--- config.mk ---
export PLATFORM = sky130hd
export DESIGN_NAME = axisProtocolMonitor
export DESIGN_NICKNAME = d
export VERILOG_FILES = /design/src/common/axisRulePkg.sv /design/src/common/axisStreamPkg.sv /design/src/monitor/axisProtocolMonitor.sv /design/src/monitor/handshakeChecker.sv /design/src/logic/violationRecorder.sv /design/src/logic/eventCounters.sv /design/src/logic/byteClassifier.sv
export SDC_FILE = /design/constraint.sdc
export NUM_CORES = 1
export LEC_CHECK = 0
export BUFFER_PORTS_ARGS = -buffer_cell sky130_fd_sc_hd__buf_2
export CAP_MARGIN = 30
export CORE_MARGIN = 5
export CORE_UTILIZATION = 49
export CTS_CLUSTER_DIAMETER = 30
export DETAILED_ROUTE_END_ITERATION = 6
export GPL_TIMING_DRIVEN = 0
export MAX_ROUTING_LAYER = met4
export PLACE_DENSITY = 0.84
export SETUP_SLACK_MARGIN = 0.5
export SYNTH_ARGS = -nofsm -noshare
export SYNTH_HDL_FRONTEND = slang
export SYNTH_SLANG_ARGS = --single-unit
--- constraint.sdc ---
create_clock -name ACLK -period 3.5 [get_ports ACLK]
set_input_delay 0.525 -clock ACLK [delete_from_list [all_inputs] [get_ports ACLK]]
set_output_delay 0.525 -clock ACLK [all_outputs]
set_load 0.05 [all_outputs]
--- src/common/axisRulePkg.sv ---
//~~~~~~~~~~~~~~~~~~~~~~~~~~~~~~~~~~~~~~~~~~~~~~~~~~~~~~~~~~~~~~~~~~~~~~~~~~
// Rule codes, flag vector and counter types reported by the stream monitor.
// Rule value is both its flag bit index and its priority (lowest wins).
//~~~~~~~~~~~~~~~~~~~~~~~~~~~~~~~~~~~~~~~~~~~~~~~~~~~~~~~~~~~~~~~~~~~~~~~~~~

`default_nettype none

package axisRulePkg;

   typedef enum logic [2:0] {
      ruleValidDrop     = 3'd0,                   // TVALID fell before handshake
      rulePayloadChange = 3'd1,                   // payload moved during a stall
      ruleReservedByte  = 3'd2,                   // TKEEP low with TSTRB high
      ruleResetExit     = 3'd3,                   // TVALID high on first sample
      ruleStallTimeout  = 3'd4                    // TREADY too late
   } ruleT;

   parameter int RuleCount = 5;

   // one sticky bit per rule, indexed by ruleT
   typedef logic [RuleCount-1:0] ruleFlagsT;

   // event and byte counters, saturate at all ones
   typedef logic [15:0] countT;

   // consecutive stalled samples
   typedef logic [7:0] waitCountT;

endpackage

`default_nettype wire

--- src/common/axisStreamPkg.sv ---
//~~~~~~~~~~~~~~~~~~~~~~~~~~~~~~~~~~~~~~~~~~~~~~~~~~~~~~~~~~~~~~~~~~~~~~~~~~
// Field types of the monitored AXI4-Stream bus.
// Referenced by scoped name from the monitor blocks and the testbench.
//~~~~~~~~~~~~~~~~~~~~~~~~~~~~~~~~~~~~~~~~~~~~~~~~~~~~~~~~~~~~~~~~~~~~~~~~~~

`default_nettype none

package axisStreamPkg;

   parameter int DataBytes = 4;                  // byte lanes per beat

   // TDATA, one byte per lane
   typedef logic [DataBytes*8-1:0] dataT;

   // TSTRB and TKEEP, one bit per lane
   typedef logic [DataBytes-1:0] laneMaskT;

   typedef logic [7:0] idT;                       // TID
   typedef logic [3:0] destT;                     // TDEST
   typedef logic [3:0] userT;                     // TUSER

   // lanes of one class in a beat, 0 to DataBytes
   typedef logic [2:0] laneCountT;

endpackage

`default_nettype wire
--- src/monitor/axisProtocolMonitor.sv ---
//~~~~~~~~~~~~~~~~~~~~~~~~~~~~~~~~~~~~~~~~~~~~~~~~~~~~~~~~~~~~~~~~~~~~~~~~~~
// Passive AXI4-Stream protocol monitor. Connect all stream signals as inputs;
// sticky violation flags and transfer/byte counters come out one cycle later.
// MaxWaits sets how many stalled cycles are tolerated before TREADY.
//~~~~~~~~~~~~~~~~~~~~~~~~~~~~~~~~~~~~~~~~~~~~~~~~~~~~~~~~~~~~~~~~~~~~~~~~~~

`timescale 1ns/1ps
`default_nettype none

module axisProtocolMonitor #(
   parameter int unsigned MaxWaits = 16           // legal range 1 to 255
) (
   input  wire                        ACLK,
   input  wire                        OPT_RESET,
   input  wire                        clearStatus,   // level, clears flags and counts
   input  wire axisStreamPkg::dataT     TDATA,
   input  wire axisStreamPkg::laneMaskT TSTRB,
   input  wire axisStreamPkg::laneMaskT TKEEP,
   input  wire                        TLAST,
   input  wire axisStreamPkg::idT       TID,
   input  wire axisStreamPkg::destT     TDEST,
   input  wire axisStreamPkg::userT     TUSER,
   input  wire                        TVALID,
   input  wire                        TREADY,
   output axisRulePkg::ruleFlagsT     violationFlags,
   output logic                       violationSeen,
   output axisRulePkg::ruleT          firstViolation,
   output axisRulePkg::countT         transferCount,
   output axisRulePkg::countT         packetCount,
   output axisRulePkg::countT         dataByteCount,
   output axisRulePkg::countT         positionByteCount,
   output axisRulePkg::countT         nullByteCount
);

   axisRulePkg::ruleFlagsT    checkerHits;       // temporal rules
   axisRulePkg::ruleFlagsT    allHits;           // plus the reserved-byte rule
   logic                      reservedHit;
   axisStreamPkg::laneCountT  dataLanes;
   axisStreamPkg::laneCountT  positionLanes;
   axisStreamPkg::laneCountT  nullLanes;

   // reserved lane combination is found by the classifier, not the checker
   assign allHits = checkerHits
                  | (axisRulePkg::ruleFlagsT'(reservedHit) << axisRulePkg::ruleReservedByte);

   handshakeChecker #(
      .MaxWaits (MaxWaits)
   ) handshakeChecker_i (
      .ACLK      (ACLK),
      .OPT_RESET (OPT_RESET),
      .TDATA     (TDATA),
      .TSTRB     (TSTRB),
      .TKEEP     (TKEEP),
      .TLAST     (TLAST),
      .TID       (TID),
      .TDEST     (TDEST),
      .TUSER     (TUSER),
      .TVALID    (TVALID),
      .TREADY    (TREADY),
      .ruleHits  (checkerHits)
   );

   byteClassifier byteClassifier_i (
      .TVALID        (TVALID),
      .TSTRB         (TSTRB),
      .TKEEP         (TKEEP),
      .dataLanes     (dataLanes),
      .positionLanes (positionLanes),
      .nullLanes     (nullLanes),
      .reservedHit   (reservedHit)
   );

   eventCounters eventCounters_i (
      .ACLK              (ACLK),
      .OPT_RESET         (OPT_RESET),
      .clearStatus       (clearStatus),
      .TVALID            (TVALID),
      .TREADY            (TREADY),
      .TLAST             (TLAST),
      .dataLanes         (dataLanes),
      .positionLanes     (positionLanes),
      .nullLanes         (nullLanes),
      .transferCount     (transferCount),
      .packetCount       (packetCount),
      .dataByteCount     (dataByteCount),
      .positionByteCount (positionByteCount),
      .nullByteCount     (nullByteCount)
   );

   violationRecorder violationRecorder_i (
      .ACLK           (ACLK),
      .OPT_RESET      (OPT_RESET),
      .clearStatus    (clearStatus),
      .ruleHits       (allHits),
      .violationFlags (violationFlags),
      .violationSeen  (violationSeen),
      .firstViolation (firstViolation)
   );

endmodule

`default_nettype wire

--- src/monitor/handshakeChecker.sv ---
//~~~~~~~~~~~~~~~~~~~~~~~~~~~~~~~~~~~~~~~~~~~~~~~~~~~~~~~~~~~~~~~~~~~~~~~~~~
// Temporal AXI4-Stream rules: TVALID held until handshake, payload stable
// while stalled, TVALID low on the first sample after reset, and TREADY
// within MaxWaits stalled cycles. Hits are combinational, same cycle.
//~~~~~~~~~~~~~~~~~~~~~~~~~~~~~~~~~~~~~~~~~~~~~~~~~~~~~~~~~~~~~~~~~~~~~~~~~~

`timescale 1ns/1ps
`default_nettype none

module handshakeChecker #(
   parameter int unsigned MaxWaits = 16           // stalled samples tolerated
) (
   input  wire                        ACLK,
   input  wire                        OPT_RESET,
   input  wire axisStreamPkg::dataT     TDATA,
   input  wire axisStreamPkg::laneMaskT TSTRB,
   input  wire axisStreamPkg::laneMaskT TKEEP,
   input  wire                        TLAST,
   input  wire axisStreamPkg::idT       TID,
   input  wire axisStreamPkg::destT     TDEST,
   input  wire axisStreamPkg::userT     TUSER,
   input  wire                        TVALID,
   input  wire                        TREADY,
   output axisRulePkg::ruleFlagsT     ruleHits       // reserved-byte bit stays 0
);

   logic                      stalled;
   logic                      prevStalled;       // last sample was stalled
   logic                      firstSample;       // set while in reset
   logic                      timeoutFired;      // this stall already reported
   logic                      payloadDiffers;
   axisStreamPkg::dataT       prevData;
   axisStreamPkg::laneMaskT   prevStrb;
   axisStreamPkg::laneMaskT   prevKeep;
   logic                      prevLast;
   axisStreamPkg::idT         prevId;
   axisStreamPkg::destT       prevDest;
   axisStreamPkg::userT       prevUser;
   axisRulePkg::waitCountT    waitCount;         // stalled samples before this one

   assign stalled = TVALID && !TREADY;

   // any field of the beat moved since the last sample
   assign payloadDiffers = (TDATA != prevData) || (TSTRB != prevStrb)
                        || (TKEEP != prevKeep) || (TLAST != prevLast)
                        || (TID != prevId) || (TDEST != prevDest)
                        || (TUSER != prevUser);

   always_ff @(posedge ACLK) begin
      if (OPT_RESET) begin
         prevStalled  <= 1'b0;
         firstSample  <= 1'b1;                    // next sample is reset exit
         waitCount    <= '0;
         timeoutFired <= 1'b0;
      end else begin
         prevStalled  <= stalled;
         firstSample  <= 1'b0;
         if (!stalled) begin
            waitCount <= '0;                      // handshake or idle ends the stall
         end else begin
            waitCount <= waitCount + 1'b1;        // compared only up to MaxWaits
         end
         timeoutFired <= stalled
                      && (timeoutFired || ruleHits[axisRulePkg::ruleStallTimeout]);
      end
   end

   // payload snapshot compared only after a stalled sample
   always_ff @(posedge ACLK) begin
      prevData <= TDATA;
      prevStrb <= TSTRB;
      prevKeep <= TKEEP;
      prevLast <= TLAST;
      prevId   <= TID;
      prevDest <= TDEST;
      prevUser <= TUSER;
   end

   always_comb begin
      ruleHits = '0;
      ruleHits[axisRulePkg::ruleValidDrop]     = prevStalled && !TVALID;
      ruleHits[axisRulePkg::rulePayloadChange] = prevStalled && TVALID && payloadDiffers;
      ruleHits[axisRulePkg::ruleResetExit]     = firstSample && TVALID;
      // (MaxWaits+1)th stalled sample in a row
      ruleHits[axisRulePkg::ruleStallTimeout]  =
         stalled && !timeoutFired && (waitCount == axisRulePkg::waitCountT'(MaxWaits));
   end

endmodule

`default_nettype wire

--- src/logic/violationRecorder.sv ---
//~~~~~~~~~~~~~~~~~~~~~~~~~~~~~~~~~~~~~~~~~~~~~~~~~~~~~~~~~~~~~~~~~~~~~~~~~~
// Sticky per-rule violation flags and the code of the first rule broken.
// On simultaneous hits the lowest rule index is taken as the first.
//~~~~~~~~~~~~~~~~~~~~~~~~~~~~~~~~~~~~~~~~~~~~~~~~~~~~~~~~~~~~~~~~~~~~~~~~~~

`timescale 1ns/1ps
`default_nettype none

module violationRecorder (
   input  wire                         ACLK,
   input  wire                         OPT_RESET,
   input  wire                         clearStatus,
   input  wire axisRulePkg::ruleFlagsT ruleHits,
   output axisRulePkg::ruleFlagsT      violationFlags,
   output logic                        violationSeen,
   output axisRulePkg::ruleT           firstViolation
);

   axisRulePkg::ruleFlagsT flagsBase;            // flags after a pending clear
   axisRulePkg::ruleT      firstHit;             // lowest index hit this cycle

   assign flagsBase = clearStatus ? '0 : violationFlags;

   always_comb begin
      firstHit = axisRulePkg::ruleValidDrop;
      for (int r = axisRulePkg::RuleCount - 1; r >= 0; r--) begin
         if (ruleHits[r]) begin
            firstHit = axisRulePkg::ruleT'(r);    // lower index overrides
         end
      end
   end

   always_ff @(posedge ACLK) begin
      if (OPT_RESET) begin
         violationFlags <= '0;
         violationSeen  <= 1'b0;
         firstViolation <= axisRulePkg::ruleValidDrop;
      end else begin
         violationFlags <= flagsBase | ruleHits;  // new hit wins over clear
         if (flagsBase == '0) begin
            violationSeen  <= |ruleHits;
            firstViolation <= (|ruleHits) ? firstHit : axisRulePkg::ruleValidDrop;
         end
      end
   end

endmodule

`default_nettype wire

--- src/logic/eventCounters.sv ---
//~~~~~~~~~~~~~~~~~~~~~~~~~~~~~~~~~~~~~~~~~~~~~~~~~~~~~~~~~~~~~~~~~~~~~~~~~~
// Saturating counters of accepted transfers, packets (TLAST) and byte
// classes. clearStatus zeroes them, but a beat on the same edge still counts.
//~~~~~~~~~~~~~~~~~~~~~~~~~~~~~~~~~~~~~~~~~~~~~~~~~~~~~~~~~~~~~~~~~~~~~~~~~~

`timescale 1ns/1ps
`default_nettype none

module eventCounters (
   input  wire                           ACLK,
   input  wire                           OPT_RESET,
   input  wire                           clearStatus,
   input  wire                           TVALID,
   input  wire                           TREADY,
   input  wire                           TLAST,
   input  wire axisStreamPkg::laneCountT dataLanes,
   input  wire axisStreamPkg::laneCountT positionLanes,
   input  wire axisStreamPkg::laneCountT nullLanes,
   output axisRulePkg::countT            transferCount,
   output axisRulePkg::countT            packetCount,
   output axisRulePkg::countT            dataByteCount,
   output axisRulePkg::countT            positionByteCount,
   output axisRulePkg::countT            nullByteCount
);

   logic accepted;                                // handshake this edge

   // next value of one counter, clear first then add, stick at all ones
   function automatic axisRulePkg::countT bump(input axisRulePkg::countT cnt,
                                              input logic clr,
                                              input axisRulePkg::countT inc);
      logic [$bits(axisRulePkg::countT):0] sum;
      sum = {1'b0, (clr ? '0 : cnt)} + inc;
      return sum[$bits(axisRulePkg::countT)] ? '1 : sum[$bits(axisRulePkg::countT)-1:0];
   endfunction

   assign accepted = TVALID && TREADY;

   always_ff @(posedge ACLK) begin
      if (OPT_RESET) begin
         transferCount     <= '0;
         packetCount       <= '0;
         dataByteCount     <= '0;
         positionByteCount <= '0;
         nullByteCount     <= '0;
      end else begin
         transferCount     <= bump(transferCount, clearStatus,
                                   axisRulePkg::countT'(accepted));
         packetCount       <= bump(packetCount, clearStatus,
                                   axisRulePkg::countT'(accepted && TLAST));
         dataByteCount     <= bump(dataByteCount, clearStatus,
                                   accepted ? axisRulePkg::countT'(dataLanes) : '0);
         positionByteCount <= bump(positionByteCount, clearStatus,
                                   accepted ? axisRulePkg::countT'(positionLanes) : '0);
         nullByteCount     <= bump(nullByteCount, clearStatus,
                                   accepted ? axisRulePkg::countT'(nullLanes) : '0);
      end
   end

endmodule

`default_nettype wire

--- src/logic/byteClassifier.sv ---
//~~~~~~~~~~~~~~~~~~~~~~~~~~~~~~~~~~~~~~~~~~~~~~~~~~~~~~~~~~~~~~~~~~~~~~~~~~
// Sorts the lanes of the current beat by TKEEP/TSTRB into data, position,
// null and reserved, and counts each usable class. Purely combinational.
//~~~~~~~~~~~~~~~~~~~~~~~~~~~~~~~~~~~~~~~~~~~~~~~~~~~~~~~~~~~~~~~~~~~~~~~~~~

`timescale 1ns/1ps
`default_nettype none

module byteClassifier (
   input  wire                        TVALID,
   input  wire axisStreamPkg::laneMaskT TSTRB,
   input  wire axisStreamPkg::laneMaskT TKEEP,
   output axisStreamPkg::laneCountT   dataLanes,
   output axisStreamPkg::laneCountT   positionLanes,
   output axisStreamPkg::laneCountT   nullLanes,
   output logic                       reservedHit    // keep low, strb high on a valid beat
);

   always_comb begin
      dataLanes     = '0;
      positionLanes = '0;
      nullLanes     = '0;
      for (int lane = 0; lane < axisStreamPkg::DataBytes; lane++) begin
         case ({TKEEP[lane], TSTRB[lane]})
            2'b11:   dataLanes     = dataLanes + 1'b1;
            2'b10:   positionLanes = positionLanes + 1'b1;
            2'b00:   nullLanes     = nullLanes + 1'b1;
            default: ;                            // reserved lane, counted nowhere
         endcase
      end
   end

   assign reservedHit = TVALID && (|(~TKEEP & TSTRB));

endmodule

`default_nettype wire

======== Word level (Yosys, flattened, before mapping) ========
Index checks and enable logic that the tools add are counted.
storage, ports and cells
  bits of input ports ..................... 62
  output and inout port bits .............. 89
  bits in registers ....................... 157
operators by class
  add/subtract/negate cells ............... 15
  reductions and logical operators ........ 29
  muxes and demuxes ....................... 33
  bitwise operators ....................... 5
  equality and inequality tests ........... 16
operators by type and width
  operator                                             count
  2-to-1 mux 16 bit                                    10
  2-to-1 mux 3 bit                                     18
  adder 16 x 16 -> 17 bit                              3
  adder 16 x 1 -> 17 bit                               2
  inequality test 32 bit                               1
  adder 3 x 1 -> 3 bit, second input constant          6
  equality test 2 bit, second input constant           8
  inequality test 4 bit                                4
  logical AND 1 bit                                    11
  adder 8 x 1 -> 8 bit, second input constant          1
  equality test 8 x 5 -> 1 bit, second input constant  1
  zero test 2 bit                                      4
  inequality test 8 bit                                1
  logical OR 1 bit                                     7
  adder 1 x 1 -> 2 bit, second input constant          3
  zero test 5 bit                                      1
  2-to-1 mux 5 bit                                     1
  OR 5 x 3 -> 5 bit                                    1
  OR 5 bit                                             1
  OR reduction 5 bit                                   1
  AND 4 bit                                            1
  2-to-1 mux 1 bit                                     4
  NOT 4 bit                                            1
  OR reduction 4 bit                                   1
  4 further kinds                                      6

======== Logic depth before layout (Yosys ltp) ========
  word-level depth ........................ 15
  depth in mapped cells ................... 17

======== Hierarchy ========
A second synthesis with hierarchy kept.
unflattened totals
  cell total of the unflattened synthesis .. 795
  area, all modules ....................... 7544.7 µm²
by module, submodules not included
  module               cells an instance  area each (µm²)  times used
  eventCounters        508                4506.8           1
  handshakeChecker     185                2224.6           1
  byteClassifier       61                 436.7            1
  violationRecorder    40                 370.4            1
  axisProtocolMonitor  1                  6.3              1

======== Worst setup path before layout ========
No wires, ideal clock.
  kind .................................... input port to flip-flop
  from .................................... in TKEEP[0]
  to ...................................... reg eventCounters_i.dataByteCount[10]
  path buffers ............................ 0
  arrival ................................. 3.277 ns
  stages on the path ...................... 14
  required time ........................... 3.372 ns
  slack ................................... 0.096 ns
  cells stage by stage .................... and2_1 -> ha_1 -> xnor2_1 -> ha_1 -> nand3_1 -> a21oi_1 -> inv_1 -> fa_1 -> nand2b_1 -> a2111oi_2 -> nand2_1 -> xnor2_1 -> a21boi_0 -> nor2_1
between the ends
  word-level cells in the longest chain between the ends .. 11
ends and longest elaborated chain
  item                       RTL line                   text
  start: declaration         axisProtocolMonitor.sv:18  input wire axisStreamPkg::laneMaskT TKEEP,
  equality test 2 bit *      byteClassifier.sv:24       case ({TKEEP[lane], TSTRB[lane]})
  2-to-1 mux 1 bit *         byteClassifier.sv:24
  adder 1 x 1 -> 2 bit       byteClassifier.sv:25       2'b11: dataLanes = dataLanes + 1'b1;
  2-to-1 mux 3 bit *         byteClassifier.sv:24
  adder 3 x 1 -> 3 bit       byteClassifier.sv:25
  2-to-1 mux 3 bit *         byteClassifier.sv:24
  adder 3 x 1 -> 3 bit       byteClassifier.sv:25
  2-to-1 mux 3 bit *         byteClassifier.sv:24
  2-to-1 mux 3 bit *         eventCounters.sv:52        accepted ? axisRulePkg::countT'(dataLanes) : '0);
  adder 16 x 16 -> 17 bit *  eventCounters.sv:33        sum = {1'b0, (clr ? '0 : cnt)} + inc;
  2-to-1 mux 16 bit *        eventCounters.sv:34        return sum[$bits(axisRulePkg::countT)] ? '1 : sum[$bits(axisRulePkg::countT)-1:0];
  end signal: assignment     eventCounters.sv:51        dataByteCount <= bump(dataByteCount, clearStatus,
  end: declaration           eventCounters.sv:21        output axisRulePkg::countT dataByteCount,
Mark *: on every way between the ends. The rest lies on a longest branch, timed or not.
A chain may end at the register's enable or synchronous reset.

======== Worst setup path after layout ========
  from .................................... in TSTRB[0]
  to ...................................... reg eventCounters_i.dataByteCount[10]
between the ends
  word-level cells in the longest chain between the ends .. 11
ends and longest elaborated chain
  item                       RTL line                   text
  start: declaration         axisProtocolMonitor.sv:17  input wire axisStreamPkg::laneMaskT TSTRB,
  equality test 2 bit *      byteClassifier.sv:24
  2-to-1 mux 1 bit *         byteClassifier.sv:24
  adder 1 x 1 -> 2 bit       byteClassifier.sv:25
  2-to-1 mux 3 bit *         byteClassifier.sv:24
  adder 3 x 1 -> 3 bit       byteClassifier.sv:25
  2-to-1 mux 3 bit *         byteClassifier.sv:24
  adder 3 x 1 -> 3 bit       byteClassifier.sv:25
  2-to-1 mux 3 bit *         byteClassifier.sv:24
  2-to-1 mux 3 bit *         eventCounters.sv:52
  adder 16 x 16 -> 17 bit *  eventCounters.sv:33
  2-to-1 mux 16 bit *        eventCounters.sv:34
Marks and branches as above.

==> run_results.csv <==
group,metric,value,unit
place,hpwl,13100,um
critical_path,r2r_slack,1180,ps
logic_synthesis,synth_cells,767,
critical_path,setup.worst_path.class,"in2reg",
power_and_ir_drop,p_total,4070,uW
routing,firstDrtPassIters,5,
logic_synthesis,synth_edf_count,0,
global_route,grt_max_degree,17,
place,io_buffers,150,
power_and_ir_drop,p_per_area,446,nW/um^2
cts,cts_tree,"yes",
finish,n_antenna_cell,0,
power_and_ir_drop,power.share.clock,45.9,%
place,placed_area,8200,um^2
status,status,"finished, final reports clean",
global_route,met2_usage,34.5,%
timing,hold_viol,0,
critical_path,cp.arrival,3250,ps
logic_synthesis,ys_warn_count,0,
finish,fin_area,9120,um^2
timing,max_freq,337,MHz
power_and_ir_drop,pwr-share-comb,8.4,%
timing,setup_tns,0,ps
logic_synthesis,synthDistinctLibCells,57,
cts,max-clock-path-buffers,2,
global_route,grtUsageMet1,26.8,%
finish,fill_cells,1157,
floorplan,die_width,131,um
power_and_ir_drop,seq_power_share,45.7,%
routing,wl,18100,um
global_route,grt_usage,22.0,%
run,maxCapViolations,0,
global_route,gr-usage-met3,5.89,%
timing,rsz0062_at_grt,"true",
critical_path,r2r-end,"eventCounters_i.positionByteCount[15]",
floorplan,fp.coreArea,14400,um^2
critical_path,r2r-start,"eventCounters_i.positionByteCount[0]",
hold_path,min_from,"TSTRB[3]",
logic_synthesis,syn_nets,856,
cts,cts.htree.levels,4,
timing,finalSetupViolations,0,
cts,root_buffer,"clkbuf_16",
power_and_ir_drop,p_int,3090,uW
timing,min_period_over_period,84.7,%
finish,utilization,63.5,%
global_route,grt_pass1_vias,5910,
global_route,grt-busiest-layer,"met2",
logic_synthesis,async_flop_share,0,%
finish,multi_input_area,4020,um^2
timing,worstMarginPinSlew,783,ps
finish,register_area,3140,um^2
routing,vias,6048,
critical_path,worstSetupEndpointType,"flop",
logic_synthesis,yosysSeqAreaShare,44.2,%
timing,hold_ws,217,ps
global_route,grt_pass1_wl,28600,um
finish,drive_above_1_share,27.5,%
floorplan,io_pins,151,
floorplan,die_y,131,um
logic_synthesis,ys.flop_type,"dfxtp_1",
critical_path,start_kind,"primary input",
timing,max_slew_margin,47.8,%
finish,final_cell_mix,"dfxtp_1, buf_2, xnor2_1",
cts,hold_buffers,0,
place,place_congestion,0.838,
floorplan,initial_utilization,49.5,%
cts,cts_made_buffers,17,
cts,clk_pin_slew,60,ps
logic_synthesis,avgSynthCellArea,9.28,um^2
finish,nets,1033,
finish,layout_commonest_cell,"dfxtp_1",
cts,clk_latency,420,ps
timing,drv_slew,0,
floorplan,rows,44,
power_and_ir_drop,power_switching,974,uW
routing,drtAntennaViolNets,0,
critical_path,rr_worst_depth,9,
critical_path,required,3780,ps
timing,finalClockSkew,4.97,ps
cts,cts.sinks,157,
logic_synthesis,ys_seq_elements,157,
routing,initialDrtViolationCount,294,
power_and_ir_drop,power.leakage,0.00397,uW
power_and_ir_drop,p_sw_share,23.9,%
hold_path,hold_class,"in2reg",
routing,wire_per_inst,15.8,um
routing,drc,0,
critical_path,cp-startpoint,"TSTRB[0]",
critical_path,cp_max_fo,6,
critical_path,crit_path_end,"eventCounters_i.dataByteCount[10]",
logic_synthesis,syn_area,7120,um^2
global_route,antenna_found_initial,0,
global_route,gr-total-overflow,0,
finish,area_delta_synth_final,28.1,%
timing,fin_crit,2960,ps
power_and_ir_drop,ir_drop,0.331,mV
floorplan,die_area,17000,um^2
routing,via_per_inst,5.30,
==> power groups by stage <==
stage          Clock [uW]  Combinational [uW]  Sequential, uW
2_1_floorplan           0                 162            1930
3_3_place_gp            0                 306            1900
3_5_place_dp            0                 312            1900
4_1_cts              1890                 317            1860
5_1_grt              1970                 374            1860
6_report             1870                 340            1860
==> stage by stage <==
step	worst slack, ps	std cells
CTS	494	1135
floorplan	392	767
global placement	-505	1101
finish	537	1141
detailed placement	-504	1101
global route	387	1141
==> worst max-delay path, cell delays in order <==
cell and delay, ps:
buf_8 110, and2_4 160, ha_4 260, xnor2_4 140, ha_4 280, nand3_4 80, a21oi_4 160, inv_2 60
fa_2 390, nand2b_4 170, a2111oi_4 460, nand2_1 120, xnor2_1 150, a21boi_1 120, nor2_1 60
==> synth_stat cells, drive strengths merged (18+ instances only) <==
library cell / count / area [um^2]
xor2: 62 / 543
xnor2: 64 / 561
nand4: 18 / 119
nand2: 57 / 214
nor2: 56 / 210
inv: 39 / 146
ha: 24 / 300
dfxtp: 157 / 3140
and3: 18 / 113
a21oi: 64 / 328
clkbuf: 19 / 71.3
nor2b: 28 / 175
nand3: 30 / 150
==> per-layer routing <==
metal | share of wire, % | vias to the layer above
li1 | - | 2968
met1 | 43 | 2823
met2 | 47 | 210
met3 | 7.0 | 47
met4 | 3.3 | 0
met5 | 0 | -
==> kinds of logic after synthesis <==
logic type      synth area share [%]
fa+ha+maj                       5.06
flops                           44.2
mux                            0.598
simple gates                    20.8
buf+inv                         3.59
compound gates                  10.3
xor+xnor                        15.5
==> sequential cells by signal (all words and copies together), names as in the netlist, 5 cells and up <==
name	count
eventCounters_i.dataByteCount	16
eventCounters_i.nullByteCount	16
eventCounters_i.packetCount	16
eventCounters_i.positionByteCount	16
eventCounters_i.transferCount	16
handshakeChecker_i.prevData	32
handshakeChecker_i.prevId	8
handshakeChecker_i.waitCount	8
violationRecorder_i.violationFlags	5
==> final cells by class <==
class,instances,area share (%)
well taps,184,2.52
multi-input cells,547,44.1
repair buffers,158,9.21
clock inverters,14,1.85
flip-flops and latches,157,34.5
inverters,39,1.65
plain buffers,24,1.48
clock buffers,18,4.71
==> worst min path at each step <==
stage | to | slack, ps | depth (start not counted)
3_5_place_dp | violationRecorder_i.violationFlags[1] | 460 | 2
2_1_floorplan | handshakeChecker_i.timeoutFired | 440 | 2
4_1_cts | handshakeChecker_i.prevStrb[3] | 200 | 1
6_report | handshakeChecker_i.prevStrb[3] | 220 | 1
3_3_place_gp | handshakeChecker_i.timeoutFired | 450 | 2
5_1_grt | handshakeChecker_i.prevStrb[3] | 210 | 1
==> what timing repair did <==
action,CTS,global route
setup buffers,2,6
gates resized for setup,12,63
setup endpoints to repair,77,71
pin swaps,2,35
No activity file was read; power rests on OpenSTA's default activity.
